[src/design/i2c_pkg.sv]
package i2c_pkg;

    ////////////////////////////////////////////////////////////////////////////
    // Timing and buffer sizes
    ////////////////////////////////////////////////////////////////////////////

    // Clock cycles per quarter of an SCL period
    localparam int QUARTER_DIV   = 8;
    localparam int QUARTER_CNT_W = $clog2(QUARTER_DIV);

    // Depth of the write and read byte buffers
    localparam int MAX_BYTES = 8;

    ////////////////////////////////////////////////////////////////////////////
    // Register map
    ////////////////////////////////////////////////////////////////////////////

    localparam logic [7:0] ADDR_CTRL   = 8'h00;
    localparam logic [7:0] ADDR_STATUS = 8'h04;
    localparam logic [7:0] ADDR_WDATA0 = 8'h08;
    localparam logic [7:0] ADDR_WDATA1 = 8'h0C;
    localparam logic [7:0] ADDR_RDATA0 = 8'h10;
    localparam logic [7:0] ADDR_RDATA1 = 8'h14;

    // APB request from the host
    typedef struct packed {
        logic        psel;
        logic        penable;
        logic        pwrite;
        logic [7:0]  paddr;
        logic [31:0] pwdata;
    } apb_req_t;

    // APB response back to the host
    typedef struct packed {
        logic [31:0] prdata;
        logic        pready;
        logic        pslverr;
    } apb_rsp_t;

    // Transfer command, counts already clipped
    typedef struct packed {
        logic [6:0] addr;
        logic [3:0] wr_cnt;
        logic [3:0] rd_cnt;
    } i2c_cmd_t;

    typedef struct packed {
        logic busy;
        logic finish;
        logic error;
    } i2c_status_t;

    // Open-drain enables, high pulls the line low
    typedef struct packed {
        logic scl_oe;
        logic sda_oe;
    } i2c_pad_t;

    // Quarter phases of one SCL period, in tick order
    typedef enum logic [1:0] {
        LOW_MID,
        RISE,
        HIGH_MID,
        FALL
    } i2c_phase_t;

endpackage

[src/design/i2c_apb_regs.sv]
`timescale 1ns/1ps

module i2c_apb_regs
    import i2c_pkg::*;
(
    input  logic        clk,
    input  logic        reset,
    input  apb_req_t    apb_req,
    output apb_rsp_t    apb_rsp,
    output i2c_cmd_t    cmd,
    output logic        start,
    input  i2c_status_t status,
    input  logic [2:0]  wr_index,
    output logic [7:0]  wr_byte,
    input  logic        rd_strobe,
    input  logic [2:0]  rd_index,
    input  logic [7:0]  rd_byte
);

    // Byte k of the buffer lives in bits 8k+7:8k of the register pair
    logic [MAX_BYTES-1:0][7:0] wr_mem;
    logic [MAX_BYTES-1:0][7:0] rd_mem;

    logic access;
    logic wr_access;
    logic ctrl_blocked;

    // Limit a requested byte count to the buffer depth
    function automatic logic [3:0] clip_count(input logic [3:0] cnt);
        logic [3:0] limit;
        limit = 4'(MAX_BYTES);
        if (cnt > limit) begin
            return limit;
        end
        return cnt;
    endfunction

    assign access    = apb_req.psel && apb_req.penable;
    assign wr_access = access && apb_req.pwrite;

    // Transfer in flight, or about to start from the previous CTRL write
    assign ctrl_blocked = status.busy || start;

    ////////////////////////////////////////////////////////////////////////////
    // Command register and start pulse
    ////////////////////////////////////////////////////////////////////////////

    always_ff @(posedge clk) begin
        if (reset) begin
            cmd   <= '0;
            start <= 1'b0;
        end else begin
            start <= 1'b0;
            // CTRL writes are dropped entirely during a transfer
            if (wr_access && apb_req.paddr == ADDR_CTRL && !ctrl_blocked) begin
                cmd.addr   <= apb_req.pwdata[7:1];
                cmd.wr_cnt <= clip_count(apb_req.pwdata[11:8]);
                cmd.rd_cnt <= clip_count(apb_req.pwdata[15:12]);
                start      <= apb_req.pwdata[0];
            end
        end
    end

    // Write buffer, loaded by the host
    always_ff @(posedge clk) begin
        if (wr_access && apb_req.paddr == ADDR_WDATA0) begin
            wr_mem[3:0] <= apb_req.pwdata;
        end
        if (wr_access && apb_req.paddr == ADDR_WDATA1) begin
            wr_mem[7:4] <= apb_req.pwdata;
        end
    end

    // Read buffer, one byte per strobe from the sequencer
    always_ff @(posedge clk) begin
        if (rd_strobe) begin
            rd_mem[rd_index] <= rd_byte;
        end
    end

    // Byte the sequencer asks for, no latency
    assign wr_byte = wr_mem[wr_index];

    ////////////////////////////////////////////////////////////////////////////
    // Read mux and error decode
    ////////////////////////////////////////////////////////////////////////////

    always_comb begin
        apb_rsp.prdata  = '0;
        apb_rsp.pready  = 1'b1;
        apb_rsp.pslverr = 1'b0;
        case (apb_req.paddr)
            ADDR_CTRL: begin
                // Start bit reads back as zero
                apb_rsp.prdata = {16'd0, cmd.rd_cnt, cmd.wr_cnt, cmd.addr, 1'b0};
            end
            ADDR_STATUS: begin
                apb_rsp.prdata = {29'd0, status.error, status.finish, status.busy};
                apb_rsp.pslverr = wr_access;
            end
            ADDR_WDATA0: apb_rsp.prdata = wr_mem[3:0];
            ADDR_WDATA1: apb_rsp.prdata = wr_mem[7:4];
            ADDR_RDATA0: begin
                apb_rsp.prdata  = rd_mem[3:0];
                apb_rsp.pslverr = wr_access;
            end
            ADDR_RDATA1: begin
                apb_rsp.prdata  = rd_mem[7:4];
                apb_rsp.pslverr = wr_access;
            end
            // Unmapped offset
            default: apb_rsp.pslverr = access;
        endcase
    end

endmodule

[src/design/i2c_scl_timer.sv]
`timescale 1ns/1ps

module i2c_scl_timer
    import i2c_pkg::*;
(
    input  logic       clk,
    input  logic       reset,
    input  logic       enable,
    output logic       tick,
    output i2c_phase_t phase
);

    logic [QUARTER_CNT_W-1:0] count;
    i2c_phase_t               phase_q;

    ////////////////////////////////////////////////////////////////////////////
    // Quarter-period divider
    ////////////////////////////////////////////////////////////////////////////

    // Disabled timer sits reloaded, so the first tick is always LOW_MID
    always_ff @(posedge clk) begin
        if (reset || !enable) begin
            count   <= QUARTER_CNT_W'(QUARTER_DIV - 1);
            phase_q <= LOW_MID;
        end else if (count == '0) begin
            count   <= QUARTER_CNT_W'(QUARTER_DIV - 1);
            // Wraps FALL back to LOW_MID
            phase_q <= i2c_phase_t'(phase_q + 2'd1);
        end else begin
            count <= count - 1'b1;
        end
    end

    // One cycle per quarter, tagged with the phase it ends
    assign tick  = enable && (count == '0);
    assign phase = phase_q;

endmodule

[src/design/i2c_byte_shifter.sv]
`timescale 1ns/1ps

module i2c_byte_shifter
    import i2c_pkg::*;
(
    input  logic       clk,
    input  logic       reset,
    input  logic       load,
    input  logic [7:0] load_byte,
    input  logic       shift,
    input  logic       sample,
    input  logic       sda_in,
    output logic       tx_bit,
    output logic [7:0] rx_byte,
    output logic       last_bit
);

    logic [7:0] tx_q;
    logic [7:0] rx_q;
    logic [2:0] bit_idx;

    ////////////////////////////////////////////////////////////////////////////
    // Bit index
    ////////////////////////////////////////////////////////////////////////////

    always_ff @(posedge clk) begin
        if (reset) begin
            bit_idx <= '0;
        end else if (load) begin
            bit_idx <= '0;
        end else if (shift) begin
            bit_idx <= bit_idx + 3'd1;
        end
    end

    // Transmit side, MSB first
    always_ff @(posedge clk) begin
        if (load) begin
            tx_q <= load_byte;
        end else if (shift) begin
            tx_q <= {tx_q[6:0], 1'b0};
        end
    end

    // Receive side, new bit enters at the LSB
    always_ff @(posedge clk) begin
        if (sample) begin
            rx_q <= {rx_q[6:0], sda_in};
        end
    end

    assign tx_bit   = tx_q[7];
    assign rx_byte  = rx_q;
    // Bit 0 on the wire, ACK slot comes next
    assign last_bit = (bit_idx == 3'd7);

endmodule

[src/design/i2c_master_fsm.sv]
`timescale 1ns/1ps

module i2c_master_fsm
    import i2c_pkg::*;
(
    input  logic        clk,
    input  logic        reset,
    input  logic        start,
    input  i2c_cmd_t    cmd,
    output i2c_status_t status,
    input  logic        tick,
    input  i2c_phase_t  phase,
    output logic        timer_en,
    output logic [2:0]  wr_index,
    input  logic [7:0]  wr_byte,
    output logic        rd_strobe,
    output logic [2:0]  rd_index,
    output logic        load,
    output logic [7:0]  load_byte,
    output logic        shift,
    output logic        sample,
    input  logic        tx_bit,
    input  logic [7:0]  rx_byte,
    input  logic        last_bit,
    input  logic        sda_in,
    output i2c_pad_t    pad
);

    typedef enum logic [3:0] {
        IDLE, START, ADDR, ADDR_ACK, WRITE, WRITE_ACK,
        RESTART, READ, READ_ACK, STOP
    } state_t;

    state_t     state;
    logic [3:0] byte_cnt;
    logic       read_phase;
    logic       nack_q;
    logic       abort;

    // Same counter walks the write and the read buffer
    assign wr_index = byte_cnt[2:0];
    assign rd_index = byte_cnt[2:0];

    ////////////////////////////////////////////////////////////////////////////
    // Shifter controls and read strobe
    ////////////////////////////////////////////////////////////////////////////

    always_comb begin
        load      = 1'b0;
        load_byte = wr_byte;
        shift     = 1'b0;
        sample    = 1'b0;
        rd_strobe = 1'b0;
        if (tick) begin
            case (state)
                START, RESTART: begin
                    // Address byte with the R/W bit set only after a repeated START
                    load      = (phase == FALL);
                    load_byte = {cmd.addr, state == RESTART};
                end
                ADDR, WRITE: shift = (phase == FALL) && !last_bit;
                READ: begin
                    sample    = (phase == HIGH_MID);
                    shift     = (phase == FALL) && !last_bit;
                    rd_strobe = (phase == FALL) && last_bit;
                end
                // Next write byte or just a bit index rewind
                ADDR_ACK, WRITE_ACK, READ_ACK: load = (phase == FALL);
                default: ;
            endcase
        end
    end

    ////////////////////////////////////////////////////////////////////////////
    // Sequencer
    ////////////////////////////////////////////////////////////////////////////

    always_ff @(posedge clk) begin
        if (reset) begin
            state      <= IDLE;
            status     <= '0;
            pad        <= '0;
            timer_en   <= 1'b0;
            byte_cnt   <= '0;
            read_phase <= 1'b0;
            nack_q     <= 1'b0;
            abort      <= 1'b0;
        end else if (state == IDLE) begin
            if (start) begin
                status   <= '{busy: 1'b1, finish: 1'b0, error: 1'b0};
                abort    <= 1'b0;
                timer_en <= 1'b1;
                state    <= START;
            end
        end else if (tick) begin
            case (phase)
                // Data changes while SCL is low
                LOW_MID: begin
                    case (state)
                        ADDR, WRITE: pad.sda_oe <= !tx_bit;
                        // ACK every byte but the last
                        READ_ACK:    pad.sda_oe <= (byte_cnt != cmd.rd_cnt);
                        STOP:        pad.sda_oe <= 1'b1;
                        default:     pad.sda_oe <= 1'b0;
                    endcase
                end
                RISE: pad.scl_oe <= 1'b0;
                HIGH_MID: begin
                    case (state)
                        START, RESTART:      pad.sda_oe <= 1'b1;
                        ADDR_ACK, WRITE_ACK: nack_q <= sda_in;
                        STOP:                pad.sda_oe <= 1'b0;
                        default: ;
                    endcase
                end
                FALL: begin
                    // SCL stays released after the STOP
                    pad.scl_oe <= (state != STOP);
                    case (state)
                        START, RESTART: begin
                            read_phase <= (state == RESTART);
                            byte_cnt   <= '0;
                            state      <= ADDR;
                        end
                        ADDR: begin
                            if (last_bit) begin
                                state <= ADDR_ACK;
                            end
                        end
                        WRITE: begin
                            if (last_bit) begin
                                byte_cnt <= byte_cnt + 4'd1;
                                state    <= WRITE_ACK;
                            end
                        end
                        READ: begin
                            if (last_bit) begin
                                byte_cnt <= byte_cnt + 4'd1;
                                state    <= READ_ACK;
                            end
                        end
                        ADDR_ACK: begin
                            if (nack_q) begin
                                abort <= 1'b1;
                                state <= STOP;
                            end else if (read_phase) begin
                                state <= READ;
                            end else if (cmd.wr_cnt != '0) begin
                                state <= WRITE;
                            end else if (cmd.rd_cnt != '0) begin
                                state <= RESTART;
                            end else begin
                                // Address probe only
                                state <= STOP;
                            end
                        end
                        WRITE_ACK: begin
                            if (nack_q) begin
                                abort <= 1'b1;
                                state <= STOP;
                            end else if (byte_cnt != cmd.wr_cnt) begin
                                state <= WRITE;
                            end else if (cmd.rd_cnt != '0) begin
                                state <= RESTART;
                            end else begin
                                state <= STOP;
                            end
                        end
                        READ_ACK: state <= (byte_cnt == cmd.rd_cnt) ? STOP : READ;
                        STOP: begin
                            status   <= '{busy: 1'b0, finish: 1'b1, error: abort};
                            timer_en <= 1'b0;
                            state    <= IDLE;
                        end
                        default: state <= IDLE;
                    endcase
                end
                default: ;
            endcase
        end
    end

endmodule

[src/design/i2c_master_top.sv]
`timescale 1ns/1ps

module i2c_master_top
    import i2c_pkg::*;
(
    input  logic     clk,
    input  logic     reset,
    input  apb_req_t apb_req,
    output apb_rsp_t apb_rsp,
    input  logic     sda_in,
    output i2c_pad_t pad
);

    i2c_cmd_t    cmd;
    i2c_status_t status;
    i2c_phase_t  phase;
    logic        start;
    logic        tick;
    logic        timer_en;
    logic [2:0]  wr_index;
    logic [7:0]  wr_byte;
    logic        rd_strobe;
    logic [2:0]  rd_index;
    logic        load;
    logic [7:0]  load_byte;
    logic        shift;
    logic        sample;
    logic        tx_bit;
    logic [7:0]  rx_byte;
    logic        last_bit;

    ////////////////////////////////////////////////////////////////////////////
    // Host side registers
    ////////////////////////////////////////////////////////////////////////////

    i2c_apb_regs u_regs (
        .clk       (clk),
        .reset     (reset),
        .apb_req   (apb_req),
        .apb_rsp   (apb_rsp),
        .cmd       (cmd),
        .start     (start),
        .status    (status),
        .wr_index  (wr_index),
        .wr_byte   (wr_byte),
        .rd_strobe (rd_strobe),
        .rd_index  (rd_index),
        .rd_byte   (rx_byte)
    );

    // Quarter-period ticks for SCL
    i2c_scl_timer u_timer (
        .clk    (clk),
        .reset  (reset),
        .enable (timer_en),
        .tick   (tick),
        .phase  (phase)
    );

    i2c_master_fsm u_fsm (
        .clk       (clk),
        .reset     (reset),
        .start     (start),
        .cmd       (cmd),
        .status    (status),
        .tick      (tick),
        .phase     (phase),
        .timer_en  (timer_en),
        .wr_index  (wr_index),
        .wr_byte   (wr_byte),
        .rd_strobe (rd_strobe),
        .rd_index  (rd_index),
        .load      (load),
        .load_byte (load_byte),
        .shift     (shift),
        .sample    (sample),
        .tx_bit    (tx_bit),
        .rx_byte   (rx_byte),
        .last_bit  (last_bit),
        .sda_in    (sda_in),
        .pad       (pad)
    );

    // Serial data path
    i2c_byte_shifter u_shifter (
        .clk       (clk),
        .reset     (reset),
        .load      (load),
        .load_byte (load_byte),
        .shift     (shift),
        .sample    (sample),
        .sda_in    (sda_in),
        .tx_bit    (tx_bit),
        .rx_byte   (rx_byte),
        .last_bit  (last_bit)
    );

endmodule

[config.mk]
export PLATFORM = sky130hd
export DESIGN_NAME = i2c_master_top
export DESIGN_NICKNAME = d
export VERILOG_FILES = /design/src/design/i2c_pkg.sv /design/src/design/i2c_apb_regs.sv /design/src/design/i2c_scl_timer.sv /design/src/design/i2c_byte_shifter.sv /design/src/design/i2c_master_fsm.sv /design/src/design/i2c_master_top.sv
export SDC_FILE = /design/constraint.sdc
export NUM_CORES = 1
export LEC_CHECK = 0
export CAP_MARGIN = 0
export CELL_PAD_IN_SITES_DETAIL_PLACEMENT = 1
export CELL_PAD_IN_SITES_GLOBAL_PLACEMENT = 2
export CORE_ASPECT_RATIO = 0.75
export CORE_MARGIN = 2
export CORE_UTILIZATION = 39
export DETAILED_ROUTE_END_ITERATION = 10
export DONT_BUFFER_PORTS = 1
export GPL_TIMING_DRIVEN = 0
export PLACE_DENSITY = 0.84
export SLEW_MARGIN = 40
export SYNTH_ARGS = -nofsm -noshare
export SYNTH_HDL_FRONTEND = slang
export SYNTH_SLANG_ARGS = --single-unit
[constraint.sdc]
create_clock -name clk -period 4 [get_ports clk]
set_clock_uncertainty 0.2 [all_clocks]
set_input_delay 0.4 -clock clk [delete_from_list [all_inputs] [get_ports clk]]
set_output_delay 0.4 -clock clk [all_outputs]
set_load 0.02 [all_outputs]
==> summary.txt <==
STA
  • Final min period: 3.20 ns
  • Post-route clock period utilization: 0.801
  • Worst-margin pin slew: 0.822 ns
  • RSZ-0062 raised after global routing: false
  • Fin Setup TNS: 0 ns
  • Final hold viol count: 0
  • Count of pins over their slew limit: 0
  • Final setup viols: 0
  • Max_slew headroom: 0.449
  • Final WS setup: 0.798 ns
  • Fmax: 312 MHz

Pwr
  • Peak supply drop: 0.000278 V
  • P_leak: 3.27 nW
  • PwrDens: 399 mW/mm2
  • Total power: 3.91 mW

Layout
  • Share of cells above drive strength 1: 0.146
  • # diodes: 0
  • Area growth syn-to-layout: 17.0%
  • Core Util, Final: 0.465
  • Most common cell after layout, fill and taps aside: edfxtp_1
  • Filler cell count: 2221
  • Post-layout instance area: 0.00981 mm2
  • Most frequent cells in the layout: 144 x edfxtp_1, 64 x nor2_1, 44 x nand2_1, 42 x a22oi_1, 40 x dfxtp_1
  • FF+latch area: 0.00512 mm2
  • Fin nets: 791
  • Multi-input logic area: 0.00305 mm2

Yosys
  • EDFF count, synth: 144
  • Sequential area share after synthesis: 0.611
  • Yosys warnings: 0
  • Main flop type after synthesis: edfxtp_1
  • Synth cell types: 63
  • Asr flop ratio synth: 0
  • Synthesized net count: 729
  • Synth Area in Adders: 0.0134
  • #FFs+latches synth: 184
  • Mux cell area share after synthesis: 0.0740
  • Synth Area in Compound Gates: 0.135
  • Syn Std Cell Area: 0.00839 mm2
  • Post-synthesis share of cell area spent on xor and xnor gates: 0.0125
  • Main combinational cell family by area after synthesis: compound AO/OA/AOI/OAI gates
  • Gate Count Post-Synth: 674
  • Simple-Gate Fraction of Synth Area: 0.122
  • Avg Synthesized Cell Area: 12.4 um2

Global routing
  • GRT Overall Usage: 0.246
  • Largest net degree at the start of global routing: 21
  • Antenna violations before repair: 1
  • Number of global-route vias before repair: 6319
  • First-pass GRT wire length: 40600 um
  • Global route overflow: 0

Setup path
  • Top fanout value on the critical path: 10
  • Worst r2r src: u_fsm.byte_cnt[0]
  • R2r setup slk: 0.80 ns
  • Reg2reg path depth: 6
  • RR Endpoint: u_regs.rd_mem[8]
  • CP startpoint kind: register
  • CP endpoint kind: register
  • Critical Path AT: 3.07 ns
  • WP data required: 3.87 ns
  • WS Path Type: register to register

Route
  • Drt pass-1 iters: 5
  • Via Count: 6302
  • Drt via density: 6.08
  • Routed WL: 27500 um
  • Drt initial violations: 719
  • Number of routed nets with antenna violations: 0
  • DRC: 0
  • Mean routed wirelength per cell: 26.5 um

Hold path
  • Hold Startpoint: apb_req[13]
  • Worst Hold End: u_regs.cmd[1]
  • Worst min-delay path class: primary input to register
  • Hold path cells: 2

Clock network
  • CTS max path bufs: 2
  • Num CTS Buffers: 17
  • Root Buffer: clkbuf_16
  • Clock sink total: 184
  • Clock-pin slew on the worst setup and hold paths: 0.08 ns
  • # Post-CTS Setup Buffers: 0
  • CTS tree: done
  • Htree depth: 4
  • Clock latency on the worst-skew pair: 0.44 ns

Floorplanning
  • Cell Rows: 46
  • Core Box Area: 0.0211 mm2
  • Die Y-Extent: 131 um
  • # IOs: 82
  • Chip Width: 173 um
  • Die Area: 0.0227 mm2
  • Initial Utilization: 0.397

Place
  • GPL Wtd Cong: 0.882
  • Pre-CTS setup slack: 0.824 ns
  • I/O Buffers: 0
  • DP Area: 0.00884 mm2
  • Post-DP HPWL: 20000 um

Run
  • Max-Cap Viols: 0

Outcome
  • Outcome: finished, final reports clean
## layout make-up
class                   instances  area share
inverters                      15     0.00574
plain buffers                  46      0.0207
multi-input cells             429       0.310
clock buffers                  17      0.0433
clock inverters                15      0.0207
flip-flops and latches        184       0.522
well taps                     288      0.0367
repair buffers                 43      0.0403
## report_power, final
part           total, mW  switching, mW  internal, mW
Clock               1.76          0.851         0.908
Sequential          2.04       0.000336          2.04
Combinational      0.111         0.0666        0.0448
## cells in the mapped netlist, types with 3 or more instances
library cell,instances,area (um2)
edfxtp_1,144,4320
clkbuf_1,26,97.6
dfxtp_1,40,801
buf_2,15,75.1
a221o_1,18,180
inv_1,14,52.6
xnor2_1,6,52.6
a211oi_1,12,90.1
a21oi_1,21,105
or3b_1,6,52.6
o211ai_1,4,30.0
buf_1,3,11.3
nand2b_1,5,31.3
a31oi_1,3,18.8
o32ai_1,3,26.3
nand3b_1,6,45.0
nor2b_1,12,75.1
nor2_1,69,259
mux2i_1,17,170
nor3_1,19,95.1
or2_2,3,18.8
a22oi_1,42,315
mux4_2,12,270
a21boi_0,4,30.0
mux2_2,16,180
o31ai_1,9,67.6
xor2_1,6,52.6
o22ai_1,4,25.0
o21ai_0,24,120
ha_1,9,113
and3_1,3,18.8
nand2_1,44,165
and2_1,5,31.3
nand3_1,11,55.1
nor4_1,5,31.3
## flip-flops by register name (all words and copies together), names as in the netlist, 3 cells and up
register	count
u_regs.wr_mem	64
u_shifter.bit_idx	3
u_regs.cmd	15
u_shifter.rx_byte	8
u_fsm.state	4
u_regs.rd_mem	64
u_shifter.tx_q	8
u_fsm.byte_cnt	4
u_timer.count	3
## how the worst max path moves through the flow
stage | start | end | slack, ns
floorplan | apb_req[33] | u_regs.wr_mem[0] | 0.13
global placement | apb_req[33] | u_regs.wr_mem[30] | -1.62
detailed placement | u_fsm.byte_cnt[0] | u_regs.rd_mem[14] | 0.82
CTS | u_fsm.byte_cnt[0] | u_regs.rd_mem[10] | 0.83
global route | u_fsm.byte_cnt[0] | u_regs.rd_mem[42] | 0.66
finish | u_fsm.byte_cnt[0] | u_regs.rd_mem[8] | 0.80
## critical path, cell delays in order, from the launching register on
cell     delay (ns)
dfxtp_1        0.35
buf_2          0.29
buf_2          0.42
buf_2          0.31
buf_2          0.28
nand4_1        0.28
nor3_2         0.70
## stage by stage
step                std cells  hold slack [ns]
floorplan                 674            0.158
global placement          962            0.167
detailed placement        972            0.173
CTS                      1037          0.00960
global route             1037          0.00326
finish                   1037           0.0102
## what timing repair did
action | 4_1_cts | 5_1_grt
resized for setup | 0 | 0
hold buffers | 33 | 0
hold endpoints to repair | 82 | 0
## kinds of logic after synthesis
| kind of cell | after synthesis |
|---|---|
| DFF | 184 |
| and+or+nand+nor | 204 |
| muxes | 45 |
| buffers and inverters | 61 |
| other | 1 |
| xor gates and xnor gates | 12 |
| adders and majority gates | 9 |
| AOI/OAI and AO/OA | 158 |
## per-layer routing
metal,track usage,up-vias,share of wire
li1,-,2710,-
met1,0.340,3255,0.44
met2,0.377,298,0.45
met3,0.0764,39,0.092
met4,0.0698,0,0.017
met5,0,-,0
(Power assumes the default switching activity.)
